**config.mk**
```make
export PLATFORM = sky130hd
export DESIGN_NAME = ddr_subsys
export DESIGN_NICKNAME = d
export VERILOG_FILES = /design/src/hdl/apb_regs_pkg.sv /design/src/hdl/ddr_ctrl_pkg.sv /design/src/hdl/apb_ddr.sv /design/src/hdl/ddr_calib_seq.sv /design/src/hdl/ddr_maint_sched.sv /design/src/hdl/ddr_mem_port.sv /design/src/hdl/ddr_subsys.sv
export VERILOG_INCLUDE_DIRS = /design/src /design/src/include
export SDC_FILE = /design/constraint.sdc
export NUM_CORES = 2
export LEC_CHECK = 0
export BUFFER_PORTS_ARGS = -buffer_cell sky130_fd_sc_hd__buf_4
export CAP_MARGIN = 10
export CORE_AREA = 2 2 370 372
export DETAILED_ROUTE_END_ITERATION = 10
export DIE_AREA = 0 0 372 374
export PLACE_DENSITY = 0.76
export SYNTH_ARGS = -nofsm -noshare
export SYNTH_HDL_FRONTEND = slang
export SYNTH_SLANG_ARGS = --single-unit
```
**constraint.sdc**
```tcl
create_clock -name i_clk -period 4.7 [get_ports i_clk]
set_input_delay 0.94 -clock i_clk [delete_from_list [all_inputs] [get_ports i_clk]]
set_output_delay 0.94 -clock i_clk [all_outputs]
set_load 0.01 [all_outputs]
```
**src/include/ddr_consts.svh**
```systemverilog
// DDR memory subsystem constants
// Widths, controller model timing and APB register offsets
`ifndef DDR_CONSTS_SVH
`define DDR_CONSTS_SVH

// Data path and address widths
`define DDR_DATA_W            32
`define DDR_ADDR_W            6
`define DDR_TEMP_W            12
`define APB_ADDR_W            8

// Controller model timing, in clock cycles
`define DDR_PLL_LOCK_CYCLES   16
`define DDR_CALIB_CYCLES      32
`define DDR_REFRESH_INTERVAL  200
`define DDR_TRFC              8
`define DDR_TZQ               12

// APB register offsets
`define DDR_REG_STATUS        8'h00
`define DDR_REG_TEMP          8'h04
`define DDR_REG_CTRL          8'h08
`define DDR_REG_REFCNT        8'h0C
`define DDR_REG_ZQCNT         8'h10

`endif

```
**src/hdl/apb_regs_pkg.sv**
```systemverilog
// APB register map of the DDR status and control block
// Register selector decoded from the bus address and the access rule
// that goes with it
package apb_regs_pkg;

  // One value per mapped register, REG_NONE for any other offset
  typedef enum logic [2:0] {
    REG_STATUS = 3'd0,
    REG_TEMP   = 3'd1,
    REG_CTRL   = 3'd2,
    REG_REFCNT = 3'd3,
    REG_ZQCNT  = 3'd4,
    REG_NONE   = 3'd5
  } reg_sel_t;

  // Status, temperature and counters are read only
  function automatic logic reg_writable(reg_sel_t sel);
    return (sel == REG_CTRL);
  endfunction

endpackage

```
**src/hdl/ddr_ctrl_pkg.sv**
```systemverilog
// Behavior of the DDR controller model
// Maintenance states shared by the scheduler and the top level
package ddr_ctrl_pkg;

  // Only one maintenance activity runs at a time
  typedef enum logic [1:0] {
    MS_IDLE    = 2'd0,
    MS_REFRESH = 2'd1,
    MS_ZQ      = 2'd2,
    MS_SELFREF = 2'd3
  } maint_state_t;

  // Every state other than idle keeps the memory port closed
  function automatic logic state_blocks_port(maint_state_t st);
    return (st != MS_IDLE);
  endfunction

endpackage

```
**src/hdl/apb_ddr.sv**
```systemverilog
// APB status and control registers of the DDR subsystem
// Reports lock, calibration, self-refresh and temperature, turns CTRL
// writes into refresh and ZQ request pulses and counts acknowledges
`timescale 1ns/100ps
`include "ddr_consts.svh"

module apb_ddr (
  input  logic                   i_clk,
  input  logic                   i_rst,
  input  logic                   i_psel,
  input  logic                   i_penable,
  input  logic                   i_pwrite,
  input  logic [`APB_ADDR_W-1:0] i_paddr,
  input  logic [`DDR_DATA_W-1:0] i_pwdata,
  output logic [`DDR_DATA_W-1:0] o_prdata,
  output logic                   o_pready,
  output logic                   o_pslverr,
  input  logic                   i_pll_locked,
  input  logic                   i_init_calib_done,
  input  logic                   i_sr_active,
  input  logic                   i_ref_ack,
  input  logic                   i_zq_ack,
  input  logic [`DDR_TEMP_W-1:0] i_device_temp,
  output logic                   o_ref_req,
  output logic                   o_zq_req,
  output logic                   o_sr_en
);

  import apb_regs_pkg::*;

  localparam int CNT_W = 16;

  reg_sel_t         w_sel;
  logic             w_access;
  logic             w_wr_ctrl;
  logic [CNT_W-1:0] r_ref_cnt;
  logic [CNT_W-1:0] r_zq_cnt;

  always_comb begin
    case (i_paddr)
      `DDR_REG_STATUS: w_sel = REG_STATUS;
      `DDR_REG_TEMP:   w_sel = REG_TEMP;
      `DDR_REG_CTRL:   w_sel = REG_CTRL;
      `DDR_REG_REFCNT: w_sel = REG_REFCNT;
      `DDR_REG_ZQCNT:  w_sel = REG_ZQCNT;
      default:         w_sel = REG_NONE;
    endcase
  end

  // No wait states, every access phase completes at once
  assign w_access  = i_psel && i_penable;
  assign o_pready  = w_access;
  assign o_pslverr = w_access && ((w_sel == REG_NONE) || (i_pwrite && !reg_writable(w_sel)));
  assign w_wr_ctrl = w_access && i_pwrite && (w_sel == REG_CTRL);

  always_comb begin
    o_prdata = '0;
    case (w_sel)
      REG_STATUS: o_prdata[2:0] = {i_sr_active, i_init_calib_done, i_pll_locked};
      REG_TEMP:   o_prdata[`DDR_TEMP_W-1:0] = i_device_temp;
      REG_CTRL:   o_prdata[2] = o_sr_en;
      REG_REFCNT: o_prdata[CNT_W-1:0] = r_ref_cnt;
      REG_ZQCNT:  o_prdata[CNT_W-1:0] = r_zq_cnt;
      default:    o_prdata = '0;
    endcase
  end

  // CTRL bits 0 and 1 become one-cycle pulses, bit 2 is held
  always_ff @(posedge i_clk) begin
    if (i_rst) begin
      o_ref_req <= 1'b0;
      o_zq_req  <= 1'b0;
      o_sr_en   <= 1'b0;
    end else begin
      o_ref_req <= w_wr_ctrl && i_pwdata[0];
      o_zq_req  <= w_wr_ctrl && i_pwdata[1];
      if (w_wr_ctrl) begin
        o_sr_en <= i_pwdata[2];
      end
    end
  end

  // Acknowledge counters wrap at 16 bits
  always_ff @(posedge i_clk) begin
    if (i_rst) begin
      r_ref_cnt <= '0;
      r_zq_cnt  <= '0;
    end else begin
      if (i_ref_ack) begin
        r_ref_cnt <= r_ref_cnt + 1'b1;
      end
      if (i_zq_ack) begin
        r_zq_cnt <= r_zq_cnt + 1'b1;
      end
    end
  end

endmodule

```
**src/hdl/ddr_calib_seq.sv**
```systemverilog
// Clock lock and calibration model of the DDR controller
// One down-counter times the lock phase and then the calibration phase
// after reset; both flags stay set until the next reset
`timescale 1ns/100ps
`include "ddr_consts.svh"

module ddr_calib_seq (
  input  logic i_clk,
  input  logic i_rst,
  output logic o_pll_locked,
  output logic o_calib_done
);

  localparam int CNT_MAX = (`DDR_CALIB_CYCLES > `DDR_PLL_LOCK_CYCLES) ?
                           `DDR_CALIB_CYCLES : `DDR_PLL_LOCK_CYCLES;
  localparam int CNT_W   = $clog2(CNT_MAX);

  logic [CNT_W-1:0] r_cnt;

  always_ff @(posedge i_clk) begin
    if (i_rst) begin
      r_cnt        <= CNT_W'(`DDR_PLL_LOCK_CYCLES - 1);
      o_pll_locked <= 1'b0;
      o_calib_done <= 1'b0;
    end else if (!o_calib_done) begin
      if (r_cnt != '0) begin
        r_cnt <= r_cnt - 1'b1;
      end else if (!o_pll_locked) begin
        // Lock reached, reload for calibration
        o_pll_locked <= 1'b1;
        r_cnt        <= CNT_W'(`DDR_CALIB_CYCLES - 1);
      end else begin
        o_calib_done <= 1'b1;
      end
    end
  end

endmodule

```
**src/hdl/ddr_maint_sched.sv**
```systemverilog
// Maintenance scheduler of the DDR controller model
// Runs automatic and requested refresh, ZQ calibration and self-refresh,
// one at a time, in fixed priority: refresh, ZQ, self-refresh
`timescale 1ns/100ps
`include "ddr_consts.svh"

module ddr_maint_sched (
  input  logic                       i_clk,
  input  logic                       i_rst,
  input  logic                       i_calib_done,
  input  logic                       i_ref_req,
  input  logic                       i_zq_req,
  input  logic                       i_sr_en,
  input  logic                       i_port_idle,
  output logic                       o_ref_ack,
  output logic                       o_zq_ack,
  output logic                       o_sr_active,
  output logic                       o_maint_busy,
  output ddr_ctrl_pkg::maint_state_t o_state
);

  import ddr_ctrl_pkg::*;

  localparam int TIMER_W = $clog2(`DDR_REFRESH_INTERVAL);
  localparam int BUSY_W  = $clog2((`DDR_TZQ > `DDR_TRFC) ? `DDR_TZQ : `DDR_TRFC);

  maint_state_t       r_state;
  logic [TIMER_W-1:0] r_timer;
  logic [BUSY_W-1:0]  r_busy_cnt;
  logic               r_ref_pend;
  logic [1:0]         r_zq_pend;
  logic               w_timer_hit;
  logic               w_can_start;
  logic               w_grant_ref;
  logic               w_grant_zq;
  logic               w_grant_sr;

  assign w_timer_hit = i_calib_done && (r_timer == TIMER_W'(`DDR_REFRESH_INTERVAL - 1));
  assign w_can_start = i_calib_done && i_port_idle && (r_state == MS_IDLE);
  assign w_grant_ref = w_can_start && r_ref_pend;
  assign w_grant_zq  = w_can_start && !r_ref_pend && (r_zq_pend != 2'd0);
  assign w_grant_sr  = w_can_start && !r_ref_pend && (r_zq_pend == 2'd0) && i_sr_en;

  // Port closes in the grant cycle already
  assign o_maint_busy = state_blocks_port(r_state) || w_grant_ref || w_grant_zq || w_grant_sr;
  assign o_sr_active  = (r_state == MS_SELFREF);
  assign o_state      = r_state;

  // Interval timer and pending requests
  always_ff @(posedge i_clk) begin
    if (i_rst) begin
      r_timer    <= '0;
      r_ref_pend <= 1'b0;
      r_zq_pend  <= 2'd0;
    end else begin
      if (i_calib_done) begin
        r_timer <= w_timer_hit ? '0 : r_timer + 1'b1;
      end
      r_ref_pend <= (r_ref_pend && !w_grant_ref) || i_ref_req || w_timer_hit;
      // ZQ requests are counted so back-to-back writes each get a cycle
      case ({i_zq_req, w_grant_zq})
        2'b10:   r_zq_pend <= (r_zq_pend == 2'd3) ? r_zq_pend : r_zq_pend + 1'b1;
        2'b01:   r_zq_pend <= r_zq_pend - 1'b1;
        default: r_zq_pend <= r_zq_pend;
      endcase
    end
  end

  always_ff @(posedge i_clk) begin
    if (i_rst) begin
      r_state    <= MS_IDLE;
      r_busy_cnt <= '0;
      o_ref_ack  <= 1'b0;
      o_zq_ack   <= 1'b0;
    end else begin
      o_ref_ack <= 1'b0;
      o_zq_ack  <= 1'b0;
      case (r_state)
        MS_IDLE: begin
          if (w_grant_ref) begin
            r_state    <= MS_REFRESH;
            r_busy_cnt <= BUSY_W'(`DDR_TRFC - 1);
          end else if (w_grant_zq) begin
            r_state    <= MS_ZQ;
            r_busy_cnt <= BUSY_W'(`DDR_TZQ - 1);
          end else if (w_grant_sr) begin
            r_state <= MS_SELFREF;
          end
        end
        MS_REFRESH: begin
          if (r_busy_cnt == '0) begin
            r_state   <= MS_IDLE;
            o_ref_ack <= 1'b1;
          end else begin
            r_busy_cnt <= r_busy_cnt - 1'b1;
          end
        end
        MS_ZQ: begin
          if (r_busy_cnt == '0) begin
            r_state  <= MS_IDLE;
            o_zq_ack <= 1'b1;
          end else begin
            r_busy_cnt <= r_busy_cnt - 1'b1;
          end
        end
        MS_SELFREF: begin
          if (!i_sr_en) begin
            r_state <= MS_IDLE;
          end
        end
        default: r_state <= MS_IDLE;
      endcase
    end
  end

endmodule

```
**src/hdl/ddr_mem_port.sv**
```systemverilog
// Word-wide memory port of the DDR controller model
// 64-word storage behind a valid/ready request port, closed until
// calibration ends and while maintenance runs; reads answer one cycle
// after acceptance
`timescale 1ns/100ps
`include "ddr_consts.svh"

module ddr_mem_port (
  input  logic                   i_clk,
  input  logic                   i_rst,
  input  logic                   i_calib_done,
  input  logic                   i_maint_busy,
  input  logic                   i_req_valid,
  input  logic                   i_req_we,
  input  logic [`DDR_ADDR_W-1:0] i_req_addr,
  input  logic [`DDR_DATA_W-1:0] i_req_wdata,
  output logic                   o_req_ready,
  output logic                   o_rsp_valid,
  output logic [`DDR_DATA_W-1:0] o_rsp_rdata,
  output logic                   o_port_idle
);

  localparam int DEPTH = 1 << `DDR_ADDR_W;

  logic [`DDR_DATA_W-1:0] r_mem [0:DEPTH-1];
  logic                   w_accept;

  assign o_req_ready = i_calib_done && !i_maint_busy;
  assign w_accept    = i_req_valid && o_req_ready;

  // Storage and read data
  always_ff @(posedge i_clk) begin
    if (w_accept && i_req_we) begin
      r_mem[i_req_addr] <= i_req_wdata;
    end
    if (w_accept && !i_req_we) begin
      o_rsp_rdata <= r_mem[i_req_addr];
    end
  end

  always_ff @(posedge i_clk) begin
    if (i_rst) begin
      o_rsp_valid <= 1'b0;
      o_port_idle <= 1'b1;
    end else begin
      o_rsp_valid <= w_accept && !i_req_we;
      // Idle when nothing was taken in the last cycle
      o_port_idle <= !w_accept;
    end
  end

endmodule

```
**src/hdl/ddr_subsys.sv**
```systemverilog
// DDR memory subsystem top level
// APB register block beside a behavioral controller model made of the
// calibration sequencer, maintenance scheduler and memory port
`timescale 1ns/100ps
`include "ddr_consts.svh"

module ddr_subsys (
  input  logic                   i_clk,
  input  logic                   i_rst,
  // APB control
  input  logic                   i_psel,
  input  logic                   i_penable,
  input  logic                   i_pwrite,
  input  logic [`APB_ADDR_W-1:0] i_paddr,
  input  logic [`DDR_DATA_W-1:0] i_pwdata,
  output logic [`DDR_DATA_W-1:0] o_prdata,
  output logic                   o_pready,
  output logic                   o_pslverr,
  // Memory request port
  input  logic                   i_req_valid,
  input  logic                   i_req_we,
  input  logic [`DDR_ADDR_W-1:0] i_req_addr,
  input  logic [`DDR_DATA_W-1:0] i_req_wdata,
  output logic                   o_req_ready,
  output logic                   o_rsp_valid,
  output logic [`DDR_DATA_W-1:0] o_rsp_rdata,
  input  logic [`DDR_TEMP_W-1:0] i_device_temp,
  output logic                   o_init_calib_done
);

  import ddr_ctrl_pkg::*;

  logic         w_ref_req;
  logic         w_zq_req;
  logic         w_sr_en;
  logic         w_ref_ack;
  logic         w_zq_ack;
  logic         w_sr_active;
  logic         w_pll_locked;
  logic         w_calib_done;
  logic         w_maint_busy;
  logic         w_port_idle;
  // Scheduler state, observed by the checker
  maint_state_t w_maint_state;

  assign o_init_calib_done = w_calib_done;

  apb_ddr apb0 (
    .i_clk(i_clk),
    .i_rst(i_rst),
    .i_psel(i_psel),
    .i_penable(i_penable),
    .i_pwrite(i_pwrite),
    .i_paddr(i_paddr),
    .i_pwdata(i_pwdata),
    .o_prdata(o_prdata),
    .o_pready(o_pready),
    .o_pslverr(o_pslverr),
    .i_pll_locked(w_pll_locked),
    .i_init_calib_done(w_calib_done),
    .i_sr_active(w_sr_active),
    .i_ref_ack(w_ref_ack),
    .i_zq_ack(w_zq_ack),
    .i_device_temp(i_device_temp),
    .o_ref_req(w_ref_req),
    .o_zq_req(w_zq_req),
    .o_sr_en(w_sr_en)
  );

  ddr_calib_seq calib0 (
    .i_clk(i_clk),
    .i_rst(i_rst),
    .o_pll_locked(w_pll_locked),
    .o_calib_done(w_calib_done)
  );

  ddr_maint_sched maint0 (
    .i_clk(i_clk),
    .i_rst(i_rst),
    .i_calib_done(w_calib_done),
    .i_ref_req(w_ref_req),
    .i_zq_req(w_zq_req),
    .i_sr_en(w_sr_en),
    .i_port_idle(w_port_idle),
    .o_ref_ack(w_ref_ack),
    .o_zq_ack(w_zq_ack),
    .o_sr_active(w_sr_active),
    .o_maint_busy(w_maint_busy),
    .o_state(w_maint_state)
  );

  ddr_mem_port port0 (
    .i_clk(i_clk),
    .i_rst(i_rst),
    .i_calib_done(w_calib_done),
    .i_maint_busy(w_maint_busy),
    .i_req_valid(i_req_valid),
    .i_req_we(i_req_we),
    .i_req_addr(i_req_addr),
    .i_req_wdata(i_req_wdata),
    .o_req_ready(o_req_ready),
    .o_rsp_valid(o_rsp_valid),
    .o_rsp_rdata(o_rsp_rdata),
    .o_port_idle(w_port_idle)
  );

endmodule

```
Word level (Yosys, flattened, before mapping):

Memories as Yosys holds them, arrays and structs flattened. A register that Yosys moved wholly into a read port is not among the register bits.
Index checks and enable logic that the tools add are counted.

* add/sub/neg operators: 7
* equal/unequal tests: 23
* mux-type cells: 26
* bitwise operators: 4
* reduce and logical (&&, ||, !) cells: 50

Operator list (count)
* 16-bit by 1-bit adder with 16-bit output, second input constant: 2
* 9-bit one-hot mux with 3 select lines: 1
* 1-bit logical AND: 20
* 8-bit by 4-bit == test with 1-bit output, second input constant: 2
* 4-bit one-hot mux with 2 select lines: 2
* 3-bit one-hot mux with 5 select lines: 1
* 2-bit 2-to-1 mux: 6
* 4-bit 2-to-1 mux: 3
* 5-bit 2-to-1 mux: 2
* 8-bit by 1-bit adder with 8-bit output, second input constant: 1
* 2-bit == test, second input constant: 4
* 8-bit by 3-bit == test with 1-bit output, second input constant: 1
* 8-bit by 5-bit == test with 1-bit output, second input constant: 1
* 8-bit == test, second input constant: 1
* 8-bit logical NOT: 1
* 8-bit 2-to-1 mux: 1
* 2-bit inequality test, second input constant: 4
* 2-bit one-hot mux with 4 select lines: 1
* 2-bit nonzero test: 4
* 3-bit by 2-bit == test with 1-bit output, second input constant: 2
* 3-bit == test, second input constant: 2
* 1-bit logical NOT: 6
* 1-bit logical OR: 6
* 1-bit 2-to-1 mux: 6
* other kinds (20): 30

* register bits after elaboration: 63
* RAM bits: 2048
* bits of input ports: 97
* output and inout bits: 69
* logic and storage cells: 128
* memories: 1

Memories
* port0.r_mem: depth 64, width 32, rd ports 1, clocked after Yosys merged registers in 1, wr ports 1, RTL line ddr_mem_port.sv:25 `` logic [`DDR_DATA_W-1:0] r_mem [0:DEPTH-1]; ``

Longest topological paths before layout:

* depth in word-level cells: 12
* depth in mapped cells: 12
* depth with buffers taken out: 8

Cells and area by module:

From an unflattened synthesis, not the netlist that was laid out.

* cell total of the unflattened synthesis: 5018
* area total of the unflattened synthesis: 84707.5 um^2

By module, submodules not included
* ddr_mem_port: instances 1, cells each 4626, area an instance 81279.2 um^2, sequential area each 62499.9 um^2
* apb_ddr: instances 1, cells each 237, area an instance 2052.0 um^2, sequential area each 700.7 um^2
* ddr_maint_sched: instances 1, cells each 119, area an instance 1033.5 um^2, sequential area each 380.4 um^2
* ddr_calib_seq: instances 1, cells each 36, area an instance 342.8 um^2, sequential area each 140.1 um^2

Worst setup path after synthesis:

Ideal clock, no wire load.

* path kind: in2reg
* from: in i_req_addr[1]
* to: mem port0.r_mem[0][0] in the netlist's numbering (enable)
* library setup time: 421 ps
* arrival: 3744 ps
* required time: 4279 ps
* path slack: 534 ps
* stages on the path: 8
* buffers on the path: 5
* cell sequence: buf_6 > buf_6 > buf_6 > nor3_2 > buf_2 > buf_2 > nand2_1 > nor2_1

RTL lines
* start, declared: RTL line ddr_subsys.sv:22 `` input logic [`DDR_ADDR_W-1:0] i_req_addr, ``
* end, declared: RTL line ddr_mem_port.sv:25

No word-level cell before the write port.

Worst setup path in the final report:

* from: in i_paddr[5]
* to: out o_prdata[10]

* cells in the longest elaborated chain, start to end: 4
* elaborated cells between the ends (all ways): 10
* those cells by class: 7 x eq/ne; 2 x mux; 1 x reduce/logical

RTL lines
* start, declared: RTL line ddr_subsys.sv:14 `` input logic [`APB_ADDR_W-1:0] i_paddr, ``
* 8-bit by 5-bit == test with 1-bit output (tied with other cells): RTL line apb_ddr.sv:40 `case (i_paddr)`
* 3-bit one-hot mux with 5 select lines (*): RTL line apb_ddr.sv:40
* 3-bit == test (tied with other cells): RTL line apb_ddr.sv:58 `case (w_sel)`
* 9-bit one-hot mux with 3 select lines (*): RTL line apb_ddr.sv:58
* end, declared: RTL line ddr_subsys.sv:16 `` output logic [`DDR_DATA_W-1:0] o_prdata, ``

Every way passes the cells marked *; elsewhere a longest branch is shown, timed or not.

==> metrics list <==
* Run status: completed
* Register-to-register path setup slack: around 1.2 ns
* Count of flip-flops with a built-in enable after synthesis: between 2k and 2.5k
- Syn. warnings: 0
- Of all flip-flops after synthesis, the portion carrying an async set or reset was 0.
- Counting the fill cells in the layout gives roughly 8.0k.
- Measured along the x axis, the die boundary spans 372 um.
- For the finished layout, the period the worst path requires is between 3 and 4 ns.
- Full die area: about 140000 sq um
- For the worst-skew pair, the clock arrives at the later sink with an insertion delay of 0.86 ns.
- The via count of the first global-routing pass came to roughly 48k.
- Relative to the synthesized area, the layout overhead comes to 13.5%.
* H-Tree Level Count: 4
* Vias per cell: around 7.3
- Before CTS, the worst setup slack after placement is between 0.5 and 0.6 ns.
- During I/O placement, the number of pins put on the boundary was 166.
- The cell area that synthesis handed to floorplanning was 83100 sq um.
- Share of the synthesized area in the top cell type: 0.752
* Area of the placeable core: between 100000 and 150000 sq um
- Worst rel slew slack: 0.135
- In this run the tool buffered the top-level ports with between 100 and 150 buffer cells.
- The share of total power dissipated in the clock network is 0.404.
- Portion of total power attributed to sequential cells: 0.540
* Sink count of the clock tree: between 2k and 2.5k
- Leakage power: 30.9 nW
- TritonCTS built the clock tree.
- Once layout is complete, the cells apart from fillers number about 6.9k.
- The tree is rooted in a sky130_fd_sc_hd__clkbuf_16.
- Count of endpoints failing hold in the final timing report: 0
- The first TritonRoute pass finished after 8 iterations.
- In the routed design, unresolved DRC markers number 0.
- Clock skew: 0.0396 ns
- In this run the most critical hold path is launched from i_req_we.
- Setup total negative slack: 0 ns
* Final weighted congestion of routability-driven global placement: roughly 0.9
- The routed design has 257000 um of wire.
- Detailed placement finished with a half-perimeter wire length of between 100000 and 150000 um.
- Via count of the routed design: around 50k
- Placement-stage cell area: slightly below 90000 sq um
- Post-CTS resize count: 0
* Cell with the most instances on the worst path: sky130_fd_sc_hd__buf_4
- In the post-route analysis, the smallest setup slack over all paths is 1.13 ns.
* Primary FF master, synth: sky130_fd_sc_hd__edfxtp_1
* Max frequency: around 280 MHz
- The worst hold path was traced through 2 stages.
* Iteration-0 DRC count of the detailed router: ~9.0k
* Reg2reg path depth: 6
- Post-route cell area: 94300 sq um
- Fraction of final layout cells with drive strength greater than 1: 0.201
* Type of destination of the critical path: output pin
- For this design the ratio of total power to cell area is ~410 nW/um^2.
- Clk pin slew, worst setup/hold paths: roughly 0.06 ns
* Starting density of the core: 0.615
* WHS Endpoint: port0.o_rsp_valid$_SDFF_PP0_
- Setup violations remaining at the end of the flow were counted as 0.
* Internal: approximately 30 mW
- The number of slew-limit violations in the final report came to 0.
- Site row count: approximately 140
* Initial antenna violation count: 13
- In the finished design, the share of the clock period the worst path needs comes to 0.759.
- Switching power share of the total: 0.221
- Once placement completed, the tool counted placed cells totaling about 6.5k.
- The tightest min-delay check is of the in2reg type.
- Combinational cell fraction of total power: 0.056
* Number of antenna-violating nets in the routed design: 0
- Total area of multi-input combinational cells: 18200 sq um
* Reg area: between 60000 and 70000 sq um
* Critical-path maximum fanout: 10
- The share of the Yosys chip area taken by registers is 0.767.
- Final layout net count: 5036
* Number of distinct standard cells referenced by the synthesized netlist: a little under 80
- After detailed routing, the average wire length per cell comes to between 30 and 40 um.
- Count of mapped cells out of synthesis: between 4k and 5k
- For this run, the total global-route usage over all layers was measured as 0.368.
* Maximum Capacitance Violations: 0
* Net Sw Power: between 8 and 9 mW
- Post-CTS Setup Bufs: 0
* Largest buffer count on any clock path: 3
- Setup repair after global routing left no endpoint under its margin.
* Worst setup path class: in2out
- Leading cell types by total area after synthesis: sky130_fd_sc_hd__edfxtp_1 (75%), sky130_fd_sc_hd__mux2i_1 (4.4%), sky130_fd_sc_hd__mux4_2 (3.1%)
* Number of register bits inferred by synthesis: about 2.1k
- Tracing the worst setup path back leads to its startpoint at i_paddr[5].
- Hold is met by around 0.27 ns.
- Overall Power: 38.9 mW
* Utilization after layout: 0.699
- Number of buffers added to fix hold violations after cts: 0
- Reg2reg end: port0.r_mem[13][30]$_DFFE_PP_
- Worst-path cell with the longest stage delay: sky130_fd_sc_hd__nor2_1
* Pin count of the biggest net entering global routing: 78
- Measured along the y axis, the die boundary spans 374 um.
* Stage delay of the slowest cell on the critical path: 0.45 ns
- Peak ir drop on the vdd network: between 0.0003 and 0.0004 V
- For the pin with the worst max-slew slack, the measured transition is ~1.3 ns.
- The largest total area in the synthesized netlist belongs to sky130_fd_sc_hd__edfxtp_1.
* Setup crit start kind: primary input
- STA puts the critical path data arrival time at about 2.6 ns.
- Final global-route overflow total: 0
* Average instance area after synthesis: roughly 18 sq um
- In this run the critical register-to-register path is launched from maint0.r_zq_pend[1]$_SDFFE_PP0P_.
- Cell breakdown of the critical path: buf_4 > nor3_1 > nand2_1 > or3_1 > nor2_1 > a222oi_1 > inv_1 > buf_4
- Cts bufs inserted: 203
- Global-route wire length before repair: roughly 350000 um
- Required time of the critical path: between 3 and 4 ns
[cell usage in the layout (no fill, tap or decap), drive strengths merged, types with 18 or more instances in the layout]
| cell | n |
|---|---|
| dfxtp | 63 |
| a221o | 25 |
| inv | 25 |
| nand2 | 158 |
| a22o | 24 |
| a222oi | 18 |
| nand3 | 55 |
| xor2 | 27 |
| a22oi | 182 |
| mux4 | 119 |
| a221oi | 178 |
| nor2 | 228 |
| clkinv | 102 |
| o21ai | 109 |
| mux2i | 369 |
| edfxtp | 2080 |
| o22ai | 91 |
| a31oi | 19 |
| mux2 | 133 |
| o2bb2ai | 18 |
| a21oi | 163 |
| clkbuf | 240 |
| nand4 | 26 |
| buf | 392 |
[final cells by class]
cell class                      count  area share
Antenna cell                        6    0.000159
Inverter                           18    0.000783
Tap cell                         1781      0.0236
Multi-Input combinational cell   2172       0.193
Clock inverter                    130      0.0123
Clock buffer                      240      0.0553
Sequential cell                  2143       0.676
Timing Repair Buffer              392      0.0395
[cell families (layout without fill, tap and decap cells)]
family                     count (synthesis)  in the layout  share of synthesized area
buffers and inverters                    329            780                     0.0221
xor gates and xnor gates                  36             36                    0.00380
muxes                                    621            621                     0.0951
and+or+nand+nor                          575            575                     0.0315
other                                      1             22                  0.0000451
DFF                                     2143           2143                      0.767
AOI/OAI and AO/OA                        915            915                     0.0789
adders and majority gates                  9              9                    0.00136
[power by group through the flow]
stage               registers [mW]  logic [mW]  clock network, mW
finish                        21.0        2.18               15.7
global route                  21.0        2.24               16.5
CTS                           21.0        2.10               15.8
detailed placement            21.4        2.09                  0
global placement              21.4        2.04                  0
floorplan                     21.4        1.14                  0
[cells in the mapped netlist (all sizes together) (7+ instances only)]
library cell,n
nand2,158
a221oi,178
dfxtp,63
nor2,228
a22o,24
xnor2,9
and2,8
mux4,119
o21ai,109
inv,18
a31oi,19
edfxtp,2080
buf,222
o211ai,16
mux2i,369
mux2,133
a22oi,182
nor3b,7
and3,15
or3,9
clkbuf,89
a222oi,18
nand4,26
a21oi,163
xor2,27
o2bb2ai,18
a221o,25
o22ai,91
ha,9
o22a,15
nor2b,8
a211oi,11
nand2b,10
o221ai,7
nor3,17
nand3b,8
a32oi,7
nand3,55
or4,9
[worst max-delay path: cells and delay by family]
family                 cells  cell delay, ns
AND/OR/NAND/NOR            4            1.15
AO/OA/AOI/OAI              1            0.23
buffers and inverters      3            0.31
[metal layers]
metal,share of wire,vias up,GRT usage
met5,0.0012,-,0.00455
met4,0.069,17,0.212
met3,0.16,974,0.129
met2,0.44,4777,0.541
met1,0.33,24800,0.477
li1,-,19500,-
[registers in the layout, indices dropped and copies added (netlist names)]
signal	flops
calib0.o_calib_done	1
apb0.r_zq_cnt	16
port0.o_rsp_valid	1
apb0.o_zq_req	1
apb0.o_sr_en	1
calib0.r_cnt	5
calib0.o_pll_locked	1
maint0.r_timer	8
maint0.r_ref_pend	1
apb0.r_ref_cnt	16
maint0.o_state	2
maint0.r_busy_cnt	4
maint0.o_zq_ack	1
port0.o_port_idle	1
port0.o_rsp_rdata	32
apb0.o_ref_req	1
maint0.o_ref_ack	1
maint0.r_zq_pend	2
port0.r_mem	2048
[worst max path at each step]
stage | to | slack [ns]
floorplan | port0.r_mem[0][0]$_DFFE_PP_ | 0.53
global placement | port0.o_rsp_rdata[25]$_DFFE_PP_ | 0.60
detailed placement | port0.o_rsp_rdata[25]$_DFFE_PP_ | 0.54
CTS | o_prdata[10] | 1.09
global route | o_prdata[10] | 0.97
finish | o_prdata[10] | 1.13
No activity file was read; power rests on OpenSTA's default activity.
